File: src/hazard_pkg.sv
package hazard_pkg;

  // one bit per pipeline register from PC up to WB
  typedef logic [5:0] stage_mask_t;
  // IF_ID..WB valid bits where entry i pairs with mask bit i+1
  typedef logic [4:0] valid_vec_t;
  typedef logic [4:0] reg_idx_t;
  typedef logic [31:0] addr_t;

  localparam int STG_PC    = 0;
  localparam int STG_ID_EX = 2;

  // stall/flush pairs per request source
  localparam stage_mask_t MEM_RAM_STALL    = 6'b001111;
  localparam stage_mask_t MEM_RAM_FLUSH    = 6'b010000;
  localparam stage_mask_t IF_RAM_STALL     = 6'b000011;
  localparam stage_mask_t IF_RAM_FLUSH     = 6'b000000; // nothing to kill on a fetch wait
  localparam stage_mask_t TRAP_FLUSH_STALL = 6'b000010;
  localparam stage_mask_t TRAP_FLUSH_FLUSH = 6'b001110;
  localparam stage_mask_t TRAP_STALL_STALL = 6'b111111; // freeze everything
  localparam stage_mask_t TRAP_STALL_FLUSH = 6'b001110;
  localparam stage_mask_t JUMP_STALL       = 6'b000010;
  localparam stage_mask_t JUMP_FLUSH       = 6'b000110;
  localparam stage_mask_t MULDIV_STALL     = 6'b000111;
  localparam stage_mask_t MULDIV_FLUSH     = 6'b001000; // bubble into EX_MEM
  localparam stage_mask_t LOAD_USE_STALL   = 6'b000011;
  localparam stage_mask_t LOAD_USE_FLUSH   = 6'b000100;

  // hold lengths including the issue cycle
  localparam int MUL_CYCLES = 3;
  localparam int DIV_CYCLES = 16;

  localparam int CNT_W = $clog2(DIV_CYCLES + 1);
  typedef logic [CNT_W-1:0] cycle_cnt_t;

  localparam addr_t RESET_PC = 32'h0000_0000;
  localparam addr_t PC_STEP  = 32'd4;

endpackage

File: src/pipeline_control.sv
`timescale 1ns/100ps

module pipeline_control (
  input  logic                   mem_ram_stall_i,
  input  logic                   if_ram_stall_i,
  input  logic                   fetch_valid_i,
  input  logic                   trap_flush_i,
  input  logic                   trap_stall_i,
  input  logic                   jump_i,
  input  logic                   muldiv_busy_i,
  input  hazard_pkg::reg_idx_t   id_rs1_i,
  input  hazard_pkg::reg_idx_t   id_rs2_i,
  input  hazard_pkg::reg_idx_t   ex_rd_i,
  input  logic                   ex_is_load_i,
  input  hazard_pkg::valid_vec_t stage_valid_i,
  output hazard_pkg::stage_mask_t stall_o,
  output hazard_pkg::stage_mask_t flush_o,
  output logic                   redirect_trap_o,
  output logic                   redirect_jump_o
);

  import hazard_pkg::*;

  logic ex_valid;
  logic rd_match;
  logic load_use;

  assign ex_valid = stage_valid_i[STG_ID_EX-1]; // valid entries start at IF_ID
  assign rd_match = (ex_rd_i == id_rs1_i) || (ex_rd_i == id_rs2_i);
  // x0 never creates a dependency
  assign load_use = ex_valid && ex_is_load_i && (ex_rd_i != '0) && rd_match;

  // later stages win
  always_comb begin
    stall_o         = '0;
    flush_o         = '0;
    redirect_trap_o = 1'b0;
    redirect_jump_o = 1'b0;
    if (mem_ram_stall_i) begin
      stall_o = MEM_RAM_STALL;
      flush_o = MEM_RAM_FLUSH;
    end else if (if_ram_stall_i || !fetch_valid_i) begin
      stall_o = IF_RAM_STALL; // fetch not back yet
      flush_o = IF_RAM_FLUSH;
    end else if (trap_flush_i) begin
      stall_o         = TRAP_FLUSH_STALL;
      flush_o         = TRAP_FLUSH_FLUSH;
      redirect_trap_o = 1'b1;
    end else if (trap_stall_i) begin
      stall_o = TRAP_STALL_STALL;
      flush_o = TRAP_STALL_FLUSH;
    end else if (jump_i) begin
      stall_o         = JUMP_STALL;
      flush_o         = JUMP_FLUSH;
      redirect_jump_o = 1'b1;
    end else if (muldiv_busy_i) begin
      stall_o = MULDIV_STALL;
      flush_o = MULDIV_FLUSH;
    end else if (load_use) begin
      stall_o = LOAD_USE_STALL;
      flush_o = LOAD_USE_FLUSH;
    end
  end

endmodule

File: src/muldiv_timer.sv
`timescale 1ns/100ps

module muldiv_timer (
  input  logic clk,
  input  logic rst,
  input  logic start_i,
  input  logic is_div_i,
  output logic busy_o
);

  import hazard_pkg::*;

  cycle_cnt_t count_q; // cycles left after the current one
  cycle_cnt_t load_val;
  logic       idle;
  logic       accept;

  assign idle   = (count_q == '0);
  assign accept = start_i && idle; // start while busy is dropped

  // issue cycle is already part of the hold
  assign load_val = is_div_i ? cycle_cnt_t'(DIV_CYCLES - 1)
                             : cycle_cnt_t'(MUL_CYCLES - 1);

  always_ff @(posedge clk) begin
    if (rst) begin
      count_q <= '0;
    end else if (accept) begin
      count_q <= load_val;
    end else if (!idle) begin
      count_q <= count_q - 1'b1;
    end
  end

  // high from the start cycle on
  assign busy_o = accept || !idle;

endmodule

File: src/pipe_state_regs.sv
`timescale 1ns/100ps

module pipe_state_regs (
  input  logic                    clk,
  input  logic                    rst,
  input  hazard_pkg::stage_mask_t stall_i,
  input  hazard_pkg::stage_mask_t flush_i,
  input  logic                    fetch_valid_i,
  input  logic                    redirect_trap_i,
  input  logic                    redirect_jump_i,
  input  hazard_pkg::addr_t       trap_vector_i,
  input  hazard_pkg::addr_t       jump_target_i,
  output hazard_pkg::addr_t       pc_o,
  output hazard_pkg::valid_vec_t  stage_valid_o
);

  import hazard_pkg::*;

  addr_t      pc_q;
  valid_vec_t valid_q;
  valid_vec_t valid_prev; // what each stage takes when it advances

  assign valid_prev = {valid_q[3:0], fetch_valid_i};

  always_ff @(posedge clk) begin
    if (rst) begin
      pc_q <= RESET_PC;
    end else if (stall_i[STG_PC]) begin
      pc_q <= pc_q;
    end else if (redirect_trap_i) begin
      pc_q <= trap_vector_i; // trap beats jump
    end else if (redirect_jump_i) begin
      pc_q <= jump_target_i;
    end else begin
      pc_q <= pc_q + PC_STEP;
    end
  end

  // flush over stall over advance in each stage
  always_ff @(posedge clk) begin
    if (rst) begin
      valid_q <= '0;
    end else begin
      for (int i = 0; i < 5; i++) begin
        if (flush_i[i+1]) begin
          valid_q[i] <= 1'b0;
        end else if (!stall_i[i+1]) begin
          valid_q[i] <= valid_prev[i];
        end
      end
    end
  end

  assign pc_o          = pc_q;
  assign stage_valid_o = valid_q;

endmodule

File: src/pipeline_hazard_top.sv
`timescale 1ns/100ps

module pipeline_hazard_top (
  input  logic                    clk,
  input  logic                    rst,
  input  logic                    mem_ram_stall_i,
  input  logic                    if_ram_stall_i,
  input  logic                    fetch_valid_i,
  input  logic                    trap_flush_i,
  input  logic                    trap_stall_i,
  input  logic                    jump_i,
  input  hazard_pkg::addr_t       jump_target_i,
  input  hazard_pkg::addr_t       trap_vector_i,
  input  hazard_pkg::reg_idx_t    id_rs1_i,
  input  hazard_pkg::reg_idx_t    id_rs2_i,
  input  hazard_pkg::reg_idx_t    ex_rd_i,
  input  logic                    ex_is_load_i,
  input  logic                    muldiv_start_i,
  input  logic                    muldiv_is_div_i,
  output hazard_pkg::stage_mask_t stall_o,
  output hazard_pkg::stage_mask_t flush_o,
  output hazard_pkg::addr_t       pc_o,
  output hazard_pkg::valid_vec_t  stage_valid_o
);

  logic muldiv_busy;
  logic redirect_trap;
  logic redirect_jump;

  pipeline_control u_control (
    .mem_ram_stall_i (mem_ram_stall_i),
    .if_ram_stall_i  (if_ram_stall_i),
    .fetch_valid_i   (fetch_valid_i),
    .trap_flush_i    (trap_flush_i),
    .trap_stall_i    (trap_stall_i),
    .jump_i          (jump_i),
    .muldiv_busy_i   (muldiv_busy),
    .id_rs1_i        (id_rs1_i),
    .id_rs2_i        (id_rs2_i),
    .ex_rd_i         (ex_rd_i),
    .ex_is_load_i    (ex_is_load_i),
    .stage_valid_i   (stage_valid_o), // valid bits loop back for load-use
    .stall_o         (stall_o),
    .flush_o         (flush_o),
    .redirect_trap_o (redirect_trap),
    .redirect_jump_o (redirect_jump)
  );

  muldiv_timer u_muldiv (
    .clk      (clk),
    .rst      (rst),
    .start_i  (muldiv_start_i),
    .is_div_i (muldiv_is_div_i),
    .busy_o   (muldiv_busy)
  );

  pipe_state_regs u_state (
    .clk             (clk),
    .rst             (rst),
    .stall_i         (stall_o),
    .flush_i         (flush_o),
    .fetch_valid_i   (fetch_valid_i),
    .redirect_trap_i (redirect_trap),
    .redirect_jump_i (redirect_jump),
    .trap_vector_i   (trap_vector_i),
    .jump_target_i   (jump_target_i),
    .pc_o            (pc_o),
    .stage_valid_o   (stage_valid_o)
  );

endmodule

File: config.mk
export PLATFORM = sky130hd
export DESIGN_NAME = pipeline_hazard_top
export DESIGN_NICKNAME = d
export VERILOG_FILES = /design/src/hazard_pkg.sv /design/src/pipeline_control.sv /design/src/muldiv_timer.sv /design/src/pipe_state_regs.sv /design/src/pipeline_hazard_top.sv
export SDC_FILE = /design/constraint.sdc
export NUM_CORES = 1
export LEC_CHECK = 0
export ABC_CLOCK_PERIOD_IN_PS = 3900
export BUFFER_PORTS_ARGS = -buffer_cell sky130_fd_sc_hd__buf_2
export CORE_MARGIN = 8
export CORE_UTILIZATION = 48
export DETAILED_ROUTE_END_ITERATION = 7
export PLACE_DENSITY = 0.91
export SYNTH_ARGS = -nofsm -noshare
export SYNTH_HDL_FRONTEND = slang
export SYNTH_HIERARCHICAL = 1
export SYNTH_SLANG_ARGS = --single-unit
File: constraint.sdc
create_clock -name clk -period 3.9 [get_ports clk]
set_input_delay 0.39 -clock clk [delete_from_list [all_inputs] [get_ports clk]]
set_output_delay 0.39 -clock clk [all_outputs]
set_load 0.01 [all_outputs]
==> reports/qor.yml <==
clkTransAtPathRegs_ns: 0.09
status: "finished with violations"
area_growth_pct: 27.2
drive_gt1_share_pct: 31.9
clk-insertion-delay-late_ns: 0.30
dr_wl_met2_um: 5370
worstPathMaxFanout: 10
rsz0062_at_grt: "false"
grt_usage_pct: 22.6
antennaDiodeCount: 0
p_leak_nw: 1.54
rrSetupSlack_ns: 0.72
hold_end: "u_state/stage_valid_o[3]"
startpoint_type: "register"
critPathMaxStageDelay_ns: 0.57
placed_cells: 589
max-cap-violations: 0
synth-main-ff-cell: "dfxtp_1"
multi_input_area_sq_mm: 0.00198
fmax_ghz: 0.315
path_cells: "inv_1 -> ha_1 -> or4b_1 -> or2_2 -> a2111oi_2 -> a311oi_4 -> clkinv_1 -> nor2_1 -> o21ai_0 -> a41o_1 -> o311ai_0"
grt_pass1_wl_um: 16700
p_sw_w: 0.000359
io_buffers: 136
final_nets: 611
timing.rr.end: "u_state/pc_o[31]"
ys_seq_area_share_pct: 27.9
crit_type: "register to register"
layoutNonFillerInstCount: 597
cts_resized: 0
synth-seq-cells: 42
p_int_w: 0.000794
synthTopCellsByArea: "dfxtp_1 (28%), a21oi_1 (4.8%), nor2_1 (4.2%)"
p_seq_share_pct: 43.5
yosysTopAreaCellShare_pct: 27.9
async_reset_ff_share_pct: 0
die_area_sq_mm: 0.00906
drc_errors: 1
gp_congestion: 0.937
switching_share_pct: 31.1
ant_nets: 0
finalSetupTns_ns: 0
drtPass1Iterations: 7
synth_cell_types: 66
syn_inst: 399
antenna_found_initial: 0
wl_per_cell_um: 18.3
grt_max_degree: 39
hpwlAfterDp_um: 8310
powerDensity_mw_per_mm2: 301
grt_overflow: 0
wirelength_um: 10900
hold_viol_final: 0
drt-vias-per-instance: 6.33
start_util_pct: 48.5
fin_worst_skew_ns: 0.0101
cts_tree: "done"
ff_latch_area_sq_um: 841
setup_viol: 0
die_y_um: 95.2
yosysTopAreaCell: "dfxtp_1"
reg2regPathDepth: 11
fin_crit_ns: 3.18
critPathSlowestCell: "or4b_1"
syn_area_sq_mm: 0.00301
wl_met1_um: 4040
cts_num_sinks: 42
slew_viol_final: 0
worst_slew_pin_slew_ns: 1.09
worstPathRequired_ns: 4.06
min_path_type: "input pin to register"
core_area_sq_mm: 0.00620
reg2reg_from: "u_muldiv/count_q[0]"
min-delay-start: "mem_ram_stall_i"
critPathArrivalTime_ns: 3.34
drt_iter0_drc: 453
cts_root_buf: "clkbuf_8"
whs_path_depth: 2
violations: "design-rule violations"
hold_buffers: 0
ir_drop_uv: 193
end_kind: "register"
p_comb_share_pct: 26.5
syn_area_per_cell_sq_um: 7.54
postCtsSetupRepairBufs: 0
cts-htree-levels: 2
synth-edff-count: 0
die_w_um: 95.2
clkPwrFrac_pct: 30.0
numCtsBuffers: 5
period_share_pct: 81.5
std_cell_rows: 29
wl_met3_um: 1120
fillers: 545
top_layer: "met4"
yosysWarnings: 6
via_count: 3781
ios: 139
grt_pass1_vias: 3511
slew_headroom_pct: 26.8
clockBufferDepth: 2
-- power groups by stage --
| stage | combinational, W | clock, W | sequential (W) |
|---|---|---|---|
| floorplan | 0.000185 | 0 | 0.000507 |
| global placement | 0.000281 | 0 | 0.000505 |
| detailed placement | 0.000298 | 0 | 0.000510 |
| CTS | 0.000301 | 0.000351 | 0.000500 |
| global route | 0.000328 | 0.000366 | 0.000506 |
| finish | 0.000305 | 0.000346 | 0.000501 |
-- through the flow --
step / setup slack [ns] / power (W) / utilization [%] / instance area [sq um] / hold WS, ns
floorplan: 0.954 / 0.000692 / - / 3010 / 0.449
detailed placement: 0.758 / 0.000808 / 59.9 / 3720 / 0.489
global route: 0.553 / 0.00120 / 61.7 / 3830 / 0.326
CTS: 0.747 / 0.00115 / 61.7 / 3830 / 0.315
global placement: 0.931 / 0.000786 / 59.9 / 3720 / 0.465
finish: 0.721 / 0.00115 / 61.7 / 3830 / 0.331
-- cells in the final DEF (no fill, tap or decap), drive strengths merged, types with 7 or more instances in the layout --
| master | synthesis | routed |
|---|---|---|
| xnor2 | 12 | 12 |
| a22oi | 7 | 7 |
| nand2 | 23 | 23 |
| nor2 | 34 | 34 |
| mux2i | 9 | 9 |
| nand3 | 16 | 16 |
| inv | 16 | 16 |
| or2 | 8 | 8 |
| nand2b | 8 | 8 |
| nand4 | 11 | 11 |
| buf | 14 | 143 |
| a21oi | 29 | 29 |
| a221oi | 12 | 12 |
| nor4 | 10 | 10 |
| dfxtp | 42 | 42 |
| o21ai | 26 | 26 |
| nor3 | 18 | 18 |
-- Yosys cell counts, types with 4 or more instances --
cell type  count
inv_1         16
nand3_1       16
and4_1         4
nand2b_1       8
or2_2          6
and3_1         5
clkbuf_1      17
a211oi_1       5
or3_1          4
buf_1          7
mux2i_1        9
nor3_1        18
and2_1         4
o31a_1         4
a31oi_1        5
xnor2_1       12
nor4_1         9
a22oi_1        7
buf_4          4
a21oi_1       29
dfxtp_1       42
a221oi_1      11
o21ai_0       25
nand4_1       10
nand2_1       23
o22ai_1        4
o32ai_1        6
nor2_1        34
-- cells by family (layout without fill, tap and decap cells) --
kind of cell    count (synthesis)  after routing  synth area share, %
compound gates                128            128                 29.9
xor+xnor                       12             12                 3.49
fa+ha+maj                       2              2                0.831
buf+inv                        48            168                 6.82
flops                          42             42                 27.9
mux                            10             10                 3.37
other cells                     1              2                0.125
simple gates                  156            156                 27.5
-- area by class of cell --
| cell class | count | area share [%] |
|---|---|---|
| Inverter | 17 | 1.67 |
| Timing Repair Buffer | 143 | 19.2 |
| Clock buffer | 6 | 1.90 |
| Sequential cell | 42 | 22.0 |
| Clock inverter | 2 | 0.980 |
| Tap cell | 77 | 2.52 |
| Multi-Input combinational cell | 310 | 51.8 |
-- worst max path at each step --
stage	startpoint	end	slack (ns)	cells after the start
finish	u_muldiv/count_q[0]	u_state/pc_o[31]	0.72	11
global route	u_muldiv/count_q[0]	u_state/pc_o[24]	0.55	11
CTS	u_muldiv/count_q[0]	u_state/pc_o[22]	0.75	10
detailed placement	u_muldiv/count_q[0]	u_state/pc_o[22]	0.76	10
global placement	u_muldiv/count_q[0]	u_state/pc_o[22]	0.93	10
floorplan	u_muldiv/count_q[0]	u_state/pc_o[10]	0.95	12
-- worst max-delay path, delay by kind of cell (launching register included) --
kind | cells | cell delay (ns)
and+or+nand+nor | 3 | 1.06
buffers and inverters | 2 | 0.36
AOI/OAI and AO/OA | 5 | 1.08
adders and majority gates | 1 | 0.23
DFF | 1 | 0.33
-- flip-flops by register name, summed over array words and instances (netlist names) --
| name | flops |
|---|---|
| u_muldiv/count_q | 5 |
| u_state/pc_o | 32 |
| u_state/stage_valid_o | 5 |
-- per-layer routing --
| layer | up-vias | GRT usage (%) |
|---|---|---|
| met5 | - | 0 |
| met4 | 0 | 10.5 |
| met3 | 40 | 5.51 |
| met2 | 253 | 38.1 |
| met1 | 1737 | 26.3 |
| li1 | 1751 | - |
Note: power is estimated with default switching activity, not from simulation.
